## config.mk

```make
export PLATFORM = sky130hd
export DESIGN_NAME = etx_top
export DESIGN_NICKNAME = d
export VERILOG_FILES = /design/src/source/etx_pkg.sv /design/src/source/etx_cfg.sv /design/src/source/etx_remap.sv /design/src/source/etx_fifo.sv /design/src/source/etx_serializer.sv /design/src/source/etx_top.sv
export VERILOG_INCLUDE_DIRS = /design/src /design/src/source
export SDC_FILE = /design/constraint.sdc
export NUM_CORES = 1
export LEC_CHECK = 0
export BUFFER_PORTS_ARGS = -buffer_cell sky130_fd_sc_hd__buf_2
export CORE_MARGIN = 2
export CORE_UTILIZATION = 30
export DETAILED_ROUTE_END_ITERATION = 10
export PLACE_DENSITY = 0.54
export REMOVE_ABC_BUFFERS = 1
export SETUP_SLACK_MARGIN = 0.05
export SYNTH_ARGS = -nofsm -noshare
export SYNTH_HDL_FRONTEND = slang
export SYNTH_SLANG_ARGS = --single-unit
```

## constraint.sdc

```tcl
create_clock -name clk -period 8.3 [get_ports clk]
set_input_delay 0.83 -clock clk [delete_from_list [all_inputs] [get_ports clk]]
set_output_delay 0.83 -clock clk [all_outputs]
set_load 0.03 [all_outputs]
```

## src/source/etx_config.svh

```systemverilog
`ifndef ETX_CONFIG_SVH
`define ETX_CONFIG_SVH

// ##########################################################################
// link transmit build constants
// ##########################################################################

// packet width, one emesh transaction
`define ETX_PW               104

// register file address width (word address bits)
`define ETX_RFAW             6

// register word addresses, mi_addr[RFAW+1:2]
`define ETX_CFG              0
`define ETX_STATUS           1
`define ETX_GPIO             2
`define E_VERSION            3

// packet buffer entries, power of two
`define ETX_FIFO_DEPTH       4

// version register value out of reset
`define ETX_DEFAULT_VERSION  16'h0102

`endif

```

## src/source/etx_pkg.sv

```systemverilog
`default_nettype none

package etx_pkg;

   // ########################################################################
   // packet layout
   // ########################################################################

   // control mode tag carried with every transaction
   typedef logic [3:0] ctrlmode_t;

   // first field sits on top, write ends up in bit 0
   typedef struct packed {
      logic [31:0] srcaddr;   // bits 103:72
      logic [31:0] data;      // bits 71:40
      logic [31:0] dstaddr;   // bits 39:8
      ctrlmode_t   ctrlmode;  // bits 7:4
      logic        reserved;  // bit 3
      logic [1:0]  datamode;  // bits 2:1
      logic        write;     // bit 0
   } packet_t;

   // ########################################################################
   // status word bit positions
   // ########################################################################

   localparam int st_sent     = 0;  // pulse, last byte of a frame
   localparam int st_full     = 1;  // buffer full
   localparam int st_drop     = 2;  // pulse, packet discarded
   localparam int st_count_lo = 3;  // buffer occupancy
   localparam int st_count_hi = 5;
   localparam int st_busy     = 6;  // frame on the pins

endpackage

`default_nettype wire

```

## src/source/etx_cfg.sv

```systemverilog
`timescale 1ns/1ns
`default_nettype none
`include "etx_config.svh"

module etx_cfg (
   input  wire                      clk,
   input  wire                      nreset,
   // memory interface
   input  wire                      mi_en,
   input  wire                      mi_we,
   input  wire [`ETX_RFAW+1:0]      mi_addr,   // byte address, 1:0 ignored
   input  wire [31:0]               mi_din,
   output logic [31:0]              mi_dout,
   // live status from the pipeline
   input  wire [15:0]               tx_status,
   // static link controls
   output logic                     tx_enable,
   output logic                     remap_enable,
   output logic                     gpio_enable,
   output logic [8:0]               gpio_data,
   output etx_pkg::ctrlmode_t       ctrlmode,
   output logic                     ctrlmode_bypass
);

   logic [10:0]          cfg_reg;      // main config
   logic [2:0]           status_reg;   // sticky bits
   logic [8:0]           gpio_reg;     // static pin values
   logic [15:0]          version_reg;
   logic [`ETX_RFAW-1:0] word_addr;
   logic                 rd;
   logic                 wr;
   logic                 cfg_wr;
   logic                 status_wr;
   logic                 gpio_wr;
   logic                 version_wr;

   // ##########################################################################
   // decode
   // ##########################################################################

   assign word_addr  = mi_addr[`ETX_RFAW+1:2];  // drop byte offset
   assign wr         = mi_en & mi_we;
   assign rd         = mi_en & ~mi_we;

   assign cfg_wr     = wr & (word_addr == `ETX_CFG);
   assign status_wr  = wr & (word_addr == `ETX_STATUS);
   assign gpio_wr    = wr & (word_addr == `ETX_GPIO);
   assign version_wr = wr & (word_addr == `E_VERSION);

   // ##########################################################################
   // config register
   // ##########################################################################

   always_ff @(posedge clk) begin
      if (!nreset)
         cfg_reg <= '0;
      else if (cfg_wr)
         cfg_reg <= mi_din[10:0];
   end

   // bit 1 (mmu) is kept for software, nothing uses it here
   assign tx_enable       = cfg_reg[0];
   assign remap_enable    = (cfg_reg[3:2] == 2'b01);   // alias mode only
   assign ctrlmode        = cfg_reg[7:4];
   assign ctrlmode_bypass = cfg_reg[8];
   assign gpio_enable     = (cfg_reg[10:9] == 2'b01);  // pin forcing

   // sticky status, write loads, otherwise accumulate
   always_ff @(posedge clk) begin
      if (!nreset)
         status_reg <= '0;
      else if (status_wr)
         status_reg <= mi_din[2:0];
      else
         status_reg <= status_reg | tx_status[etx_pkg::st_drop:etx_pkg::st_sent];
   end

   // pin values, only meaningful once forcing is on
   always_ff @(posedge clk) begin
      if (gpio_wr)
         gpio_reg <= mi_din[8:0];
   end

   assign gpio_data = gpio_reg;

   always_ff @(posedge clk) begin
      if (!nreset)
         version_reg <= `ETX_DEFAULT_VERSION;
      else if (version_wr)
         version_reg <= mi_din[15:0];
   end

   // ##########################################################################
   // readback, one cycle behind the request
   // ##########################################################################

   always_ff @(posedge clk) begin
      if (!nreset)
         mi_dout <= '0;
      else if (rd) begin
         case (word_addr)
            `ETX_CFG:    mi_dout <= {21'b0, cfg_reg};
            `ETX_STATUS: mi_dout <= {16'b0, tx_status[15:3], status_reg};
            `ETX_GPIO:   mi_dout <= {23'b0, gpio_reg};
            `E_VERSION:  mi_dout <= {16'b0, version_reg};
            default:     mi_dout <= '0;   // hole in the map
         endcase
      end
      else
         mi_dout <= '0;   // idle bus reads zero
   end

   // a request must say which way it goes
   assert property (@(posedge clk) disable iff (!nreset)
      mi_en |-> !$isunknown(mi_we))
      else $error("mi_we unknown during access");

endmodule

`default_nettype wire

```

## src/source/etx_remap.sv

```systemverilog
`timescale 1ns/1ns
`default_nettype none

module etx_remap (
   input  wire                  clk,
   input  wire                  nreset,
   // upstream link
   input  wire                  in_access,
   input  etx_pkg::packet_t     in_packet,
   output logic                 in_wait,
   // downstream link
   output logic                 out_access,
   output etx_pkg::packet_t     out_packet,
   input  wire                  out_wait,
   // controls from the register file
   input  wire                  tx_enable,
   input  wire                  remap_enable,
   input  etx_pkg::ctrlmode_t   ctrlmode,
   input  wire                  ctrlmode_bypass,
   output logic                 drop         // one cycle per discarded packet
);

   etx_pkg::packet_t next_packet;
   logic             accept;

   // stall only when the holding register cannot drain
   assign in_wait = out_access & out_wait;
   assign accept  = in_access & ~in_wait;

   // rewrite rules
   always_comb begin
      next_packet = in_packet;
      // short local address picks up the source's upper 12 bits
      if (remap_enable && (in_packet.dstaddr[31:20] == 12'h000))
         next_packet.dstaddr[31:20] = in_packet.srcaddr[31:20];
      if (ctrlmode_bypass)
         next_packet.ctrlmode = ctrlmode;   // force configured tag
   end

   always_ff @(posedge clk) begin
      if (!nreset) begin
         out_access <= 1'b0;
         drop       <= 1'b0;
      end
      else begin
         drop <= accept & ~tx_enable;              // swallowed, never forwarded
         if (!in_wait)
            out_access <= accept & tx_enable;      // reg empty or draining now
      end
   end

   // payload, no reset
   always_ff @(posedge clk) begin
      if (accept && tx_enable)
         out_packet <= next_packet;
   end

   // held packets must not change under back-pressure
   assert property (@(posedge clk) disable iff (!nreset)
      (out_access && out_wait) |=> $stable(out_packet))
      else $error("remap output changed while stalled");

endmodule

`default_nettype wire

```

## src/source/etx_fifo.sv

```systemverilog
`timescale 1ns/1ns
`default_nettype none
`include "etx_config.svh"

module etx_fifo (
   input  wire                  clk,
   input  wire                  nreset,
   // write side
   input  wire                  in_access,
   input  etx_pkg::packet_t     in_packet,
   output logic                 in_wait,
   // read side
   output logic                 out_access,
   output etx_pkg::packet_t     out_packet,
   input  wire                  out_wait,
   // occupancy for status
   output logic [2:0]           count,
   output logic                 full
);

   localparam int aw = $clog2(`ETX_FIFO_DEPTH);   // pointer bits

   logic [`ETX_PW-1:0] mem [`ETX_FIFO_DEPTH];     // packet storage
   logic [aw-1:0]      wr_ptr;
   logic [aw-1:0]      rd_ptr;
   logic [2:0]         occ;                       // entries held
   logic               push;
   logic               pop;

   assign full       = (occ == `ETX_FIFO_DEPTH);
   assign in_wait    = full;
   assign out_access = (occ != '0);
   assign out_packet = mem[rd_ptr];               // head shows without delay
   assign count      = occ;

   assign push = in_access & ~in_wait;
   assign pop  = out_access & ~out_wait;

   // ##########################################################################
   // pointers and count
   // ##########################################################################

   always_ff @(posedge clk) begin
      if (!nreset) begin
         wr_ptr <= '0;
         rd_ptr <= '0;
         occ    <= '0;
      end
      else begin
         if (push)
            wr_ptr <= wr_ptr + 1'b1;   // wraps at depth
         if (pop)
            rd_ptr <= rd_ptr + 1'b1;
         case ({push, pop})
            2'b10:   occ <= occ + 1'b1;
            2'b01:   occ <= occ - 1'b1;
            default: occ <= occ;     // both or neither
         endcase
      end
   end

   // storage, no reset
   always_ff @(posedge clk) begin
      if (push)
         mem[wr_ptr] <= in_packet;
   end

   // a push into a full buffer would overrun the count or skew the pointers
   assert property (@(posedge clk) disable iff (!nreset)
      (occ <= `ETX_FIFO_DEPTH) && (wr_ptr == aw'(rd_ptr + occ)))
      else $error("push accepted into full buffer");

endmodule

`default_nettype wire

```

## src/source/etx_serializer.sv

```systemverilog
`timescale 1ns/1ns
`default_nettype none

module etx_serializer (
   input  wire                  clk,
   input  wire                  nreset,
   // packet in
   input  wire                  in_access,
   input  etx_pkg::packet_t     in_packet,
   output logic                 in_wait,
   // pin forcing
   input  wire                  gpio_enable,
   input  wire [8:0]            gpio_data,
   // link pins
   output logic [7:0]           txo_data,
   output logic                 txo_frame,
   // status
   output logic                 sent,        // last byte going out
   output logic                 busy         // frame in progress
);

   localparam int pw     = $bits(etx_pkg::packet_t);
   localparam int nbytes = pw / 8;            // 13 bytes per frame

   logic [pw-1:0] shift_reg;                  // lsb byte on the pins
   logic [3:0]    byte_cnt;                   // 0 .. nbytes-1
   logic          last_byte;
   logic          accept;
   logic          ser_frame;
   logic [7:0]    ser_data;

   // ##########################################################################
   // handshake
   // ##########################################################################

   assign last_byte = busy & (byte_cnt == 4'(nbytes - 1));

   // take the next packet on the final byte so frames abut
   assign in_wait = gpio_enable | (busy & ~last_byte);
   assign accept  = in_access & ~in_wait;
   assign sent    = last_byte & ~gpio_enable;

   always_ff @(posedge clk) begin
      if (!nreset) begin
         busy     <= 1'b0;
         byte_cnt <= '0;
      end
      else if (!gpio_enable) begin          // frozen while pins forced
         if (accept) begin
            busy     <= 1'b1;
            byte_cnt <= '0;
         end
         else if (last_byte)
            busy <= 1'b0;                   // nothing queued, go idle
         else if (busy)
            byte_cnt <= byte_cnt + 1'b1;
      end
   end

   // payload path, no reset
   always_ff @(posedge clk) begin
      if (accept)
         shift_reg <= in_packet;
      else if (busy && !gpio_enable)
         shift_reg <= {8'h00, shift_reg[pw-1:8]};   // next byte down
   end

   // ##########################################################################
   // pin mux
   // ##########################################################################

   assign ser_frame = busy;
   assign ser_data  = busy ? shift_reg[7:0] : 8'h00;   // quiet between frames

   assign txo_frame = gpio_enable ? gpio_data[8]   : ser_frame;
   assign txo_data  = gpio_enable ? gpio_data[7:0] : ser_data;

   // a frame always opens on byte zero
   assert property (@(posedge clk) disable iff (!nreset)
      (!gpio_enable && !$past(gpio_enable) && $rose(txo_frame)) |-> (byte_cnt == '0))
      else $error("frame started mid packet");

endmodule

`default_nettype wire

```

## src/source/etx_top.sv

```systemverilog
`timescale 1ns/1ns
`default_nettype none
`include "etx_config.svh"

module etx_top (
   input  wire                  clk,
   input  wire                  nreset,
   // register access
   input  wire                  mi_en,
   input  wire                  mi_we,
   input  wire [`ETX_RFAW+1:0]  mi_addr,
   input  wire [31:0]           mi_din,
   output wire [31:0]           mi_dout,
   // packet input
   input  wire                  pkt_access,
   input  etx_pkg::packet_t     pkt_in,
   output wire                  pkt_wait,
   // link pins
   output wire [7:0]            txo_data,
   output wire                  txo_frame
);

   // controls
   wire                      tx_enable;
   wire                      remap_enable;
   wire                      gpio_enable;
   wire [8:0]                gpio_data;
   etx_pkg::ctrlmode_t       ctrlmode;
   wire                      ctrlmode_bypass;
   // remap -> fifo
   wire                      rm_access;
   etx_pkg::packet_t         rm_packet;
   wire                      rm_wait;
   // fifo -> serializer
   wire                      ff_access;
   etx_pkg::packet_t         ff_packet;
   wire                      ff_wait;
   // status sources
   wire                      drop;
   wire [2:0]                ff_count;
   wire                      ff_full;
   wire                      ser_sent;
   wire                      ser_busy;
   wire [15:0]               tx_status;

   // ##########################################################################
   // status word
   // ##########################################################################

   assign tx_status[etx_pkg::st_sent]                          = ser_sent;
   assign tx_status[etx_pkg::st_full]                          = ff_full;
   assign tx_status[etx_pkg::st_drop]                          = drop;
   assign tx_status[etx_pkg::st_count_hi:etx_pkg::st_count_lo] = ff_count;
   assign tx_status[etx_pkg::st_busy]                          = ser_busy;
   assign tx_status[15:etx_pkg::st_busy+1]                     = '0;   // spare

   etx_cfg i_cfg (
      .clk(clk), .nreset(nreset),
      .mi_en(mi_en), .mi_we(mi_we), .mi_addr(mi_addr), .mi_din(mi_din),
      .mi_dout(mi_dout), .tx_status(tx_status),
      .tx_enable(tx_enable), .remap_enable(remap_enable),
      .gpio_enable(gpio_enable), .gpio_data(gpio_data),
      .ctrlmode(ctrlmode), .ctrlmode_bypass(ctrlmode_bypass)
   );

   etx_remap i_remap (
      .clk(clk), .nreset(nreset),
      .in_access(pkt_access), .in_packet(pkt_in), .in_wait(pkt_wait),
      .out_access(rm_access), .out_packet(rm_packet), .out_wait(rm_wait),
      .tx_enable(tx_enable), .remap_enable(remap_enable),
      .ctrlmode(ctrlmode), .ctrlmode_bypass(ctrlmode_bypass), .drop(drop)
   );

   etx_fifo i_fifo (
      .clk(clk), .nreset(nreset),
      .in_access(rm_access), .in_packet(rm_packet), .in_wait(rm_wait),
      .out_access(ff_access), .out_packet(ff_packet), .out_wait(ff_wait),
      .count(ff_count), .full(ff_full)
   );

   etx_serializer i_ser (
      .clk(clk), .nreset(nreset),
      .in_access(ff_access), .in_packet(ff_packet), .in_wait(ff_wait),
      .gpio_enable(gpio_enable), .gpio_data(gpio_data),
      .txo_data(txo_data), .txo_frame(txo_frame),
      .sent(ser_sent), .busy(ser_busy)
   );

endmodule

`default_nettype wire

```

==> impl_metrics.env <==
export IMPL_status="finished clean"
export IMPL_clkTransAtPathRegs_ns=0.06
export IMPL_cp_required_ns=8.52
export IMPL_design_area_um2=30300
export IMPL_avgSynthCellArea_um2=21.0
export IMPL_critPathLaunchType="register"
export IMPL_worst_path_max_delay_cell="buf_4"
export IMPL_synth_seq_cells=695
export IMPL_cts_buffers_inserted=77
export IMPL_wl_met3_um=2610
export IMPL_slew_headroom_pct=32.5
export IMPL_synth_seq_area_share_pct=78.6
export IMPL_drt_initial_drc_count=748
export IMPL_maxCapViolations=0
export IMPL_cpPeakStageDelay_ns=0.84
export IMPL_largest_reg_flops=416
export IMPL_area_growth_pct=17.6
export IMPL_layout_common_cells="edfxtp_1, buf_2, mux4_2, mux2_2, clkbuf_16"
export IMPL_clk_latency_ns=0.63
export IMPL_peakVddDrop_uv=179
export IMPL_cts_root_buf="clkbuf_16"
export IMPL_grt_pass1_wl_um=79100
export IMPL_rr_worst_depth=4
export IMPL_postCtsSetupBuffers=0
export IMPL_ctsHoldBuffers=0
export IMPL_slew_violations=0
export IMPL_antenna_left=0
export IMPL_fin_crit_sh_pct=40.3
export IMPL_hold_depth=1
export IMPL_remaining_drc_errors=0
export IMPL_top_layer="met4"
export IMPL_grt_max_degree=57
export IMPL_power_density_nw_per_um2=287
export IMPL_setup_tns_ns=0
export IMPL_yosys_top_cells_area="edfxtp_1, mux4_2, dfxtp_1, mux2_2, nand2_1"
export IMPL_setup_violations=0
export IMPL_setup_ws_ns=4.95
export IMPL_grt_pass1_vias=12600
export IMPL_finClkSkew_ns=0.0279
export IMPL_track_usage_pct=11.9
export IMPL_grt_antenna_before_repair=4
export IMPL_hpwl_um=28400
export IMPL_place_area_um2=27800
export IMPL_routabilityCongestion=0.741
export IMPL_ys_warn_count=0
export IMPL_min_period_ns=3.35
export IMPL_yosysTopAreaCell="edfxtp_1"
export IMPL_wl_met1_um=23800
export IMPL_core_area_um2=85100
export IMPL_cp_arrival_ns=3.57
export IMPL_crit_path_end_kind="register"
export IMPL_clock_sinks=695
export IMPL_async_flop_share_pct=0
export IMPL_path_class="register to register"
export IMPL_leakage_uw=0.00986
export IMPL_start_util_pct=30.3
export IMPL_wl_per_cell_um=19.9
export IMPL_vias=11800
export IMPL_cts_buffer_depth=3
export IMPL_rsz0062_at_grt="false"
export IMPL_cts_resized=0
export IMPL_crit_chain="nor2_1 -> a21boi_1 -> and2_4 -> buf_4"
export IMPL_io_buffers=156
export IMPL_yosys_cell_types_count=41
export IMPL_drive_gt1_share_pct=34.1
export IMPL_synth_top_cell_area_share_pct=73.8
export IMPL_routed_wl_um=52300
export IMPL_worst_pin_slew_ns=1.01
export IMPL_final_common_cell="edfxtp_1"
export IMPL_dieWidth_um=297
export IMPL_pin_count=191
export IMPL_syn_area_um2=25800
export IMPL_wl_met2_um=24600
export IMPL_row_count=107
export IMPL_ys_flop_type="edfxtp_1"
export IMPL_first_pass_iters=5
export IMPL_die_area_um2=88200
export IMPL_hold_violations=0
export IMPL_fin_nets=1578
export IMPL_worstPathMaxFanout=56
export IMPL_place_ws_ns=4.83
export IMPL_final_core_util_pct=35.6
export IMPL_fill_cells=7957
export IMPL_overflow=0
export IMPL_synthCells=1225
export IMPL_h_tree_depth=3
export IMPL_vias_per_cell=4.50
export IMPL_cts_tree="done"
export IMPL_synth_edf_count=633
export IMPL_hold_path_class="primary input to register"
export IMPL_die_y_um=297
export IMPL_fmax_mhz=299
area by class of cell:
class,instances,area [µm²],share of cell area [%]
Tap cell,1144,1430,4.72
Multi-Input combinational cell,468,5210,17.2
Antenna cell,1,2.50,0.00826
Clock inverter,40,457,1.51
Clock buffer,98,2030,6.68
Sequential cell,695,20300,66.8
Timing Repair Buffer,171,893,2.95
Inverter,8,30.0,0.0991
path summary, 6_finish.rpt:
path / from / to / slack (ns)
setup / recovery: i_fifo.count[1]$_SDFFE_PN0P_ / i_fifo.mem[0][76]$_DFFE_PP_ / 4.95
hold / removal: pkt_in[62] / i_remap.out_packet[62]$_DFFE_PP_ / 0.38
setup reg to reg: i_fifo.count[1]$_SDFFE_PN0P_ / i_fifo.mem[0][76]$_DFFE_PP_ / 4.95
hold reg to reg: i_cfg.version_reg[11]$_SDFFE_PN0P_ / i_cfg.version_reg[11]$_SDFFE_PN0P_ / 0.46
metrics by stage:
stage | std cells | hold slack (ns) | total power (µW)
2_1_floorplan | 1171 | 0.431 | 5210
3_3_place_gp | 2486 | 0.444 | 5470
3_5_place_dp | 2486 | 0.457 | 5470
4_1_cts | 2624 | 0.328 | 8860
5_1_grt | 2624 | 0.334 | 9080
6_report | 2625 | 0.376 | 8700
synthesized netlist by cell type (15+ instances only):
| library cell | number |
|---|---|
| edfxtp_1 | 633 |
| mux4_2 | 111 |
| mux2_2 | 100 |
| dfxtp_1 | 62 |
| nand2_1 | 61 |
| and2_1 | 27 |
| buf_2 | 21 |
| clkbuf_1 | 21 |
| a21boi_0 | 19 |
| buf_4 | 18 |
| nand3_1 | 16 |
| mux2i_1 | 15 |
| nor2_1 | 15 |
| nor2b_1 | 15 |
cell families after synthesis:
family,count (synthesis),synth area share (%)
AND/OR/NAND/NOR,159,3.13
buffers and inverters,77,1.57
AO/OA/AOI/OAI,55,1.48
adder cells (fa/ha/maj),8,0.418
XOR/XNOR,4,0.136
flip-flops,695,78.6
multiplexers,226,14.7
other,1,0.0146
per-layer routing:
layer,up-vias,GRT usage [%]
li1,5271,-
met1,6189,16.4
met2,275,18.8
met3,88,2.29
met4,0,3.88
met5,-,0
report_power, final:
part           total, µW  leakage, µW  internal (µW)  switching [µW]
Sequential          4390      0.00622           4270             123
Combinational        980      0.00243            449             531
Clock               3330      0.00121           1940            1390
Total               8700      0.00986           6660            2050
critical path: cells and delay by family (launching register included):
kind,cells,cell delay [ns]
AND/OR/NAND/NOR,2,0.93
buffers and inverters,1,0.84
AO/OA/AOI/OAI,1,0.59
flip-flops,1,0.45
Note: power is estimated with default switching activity, not from simulation.
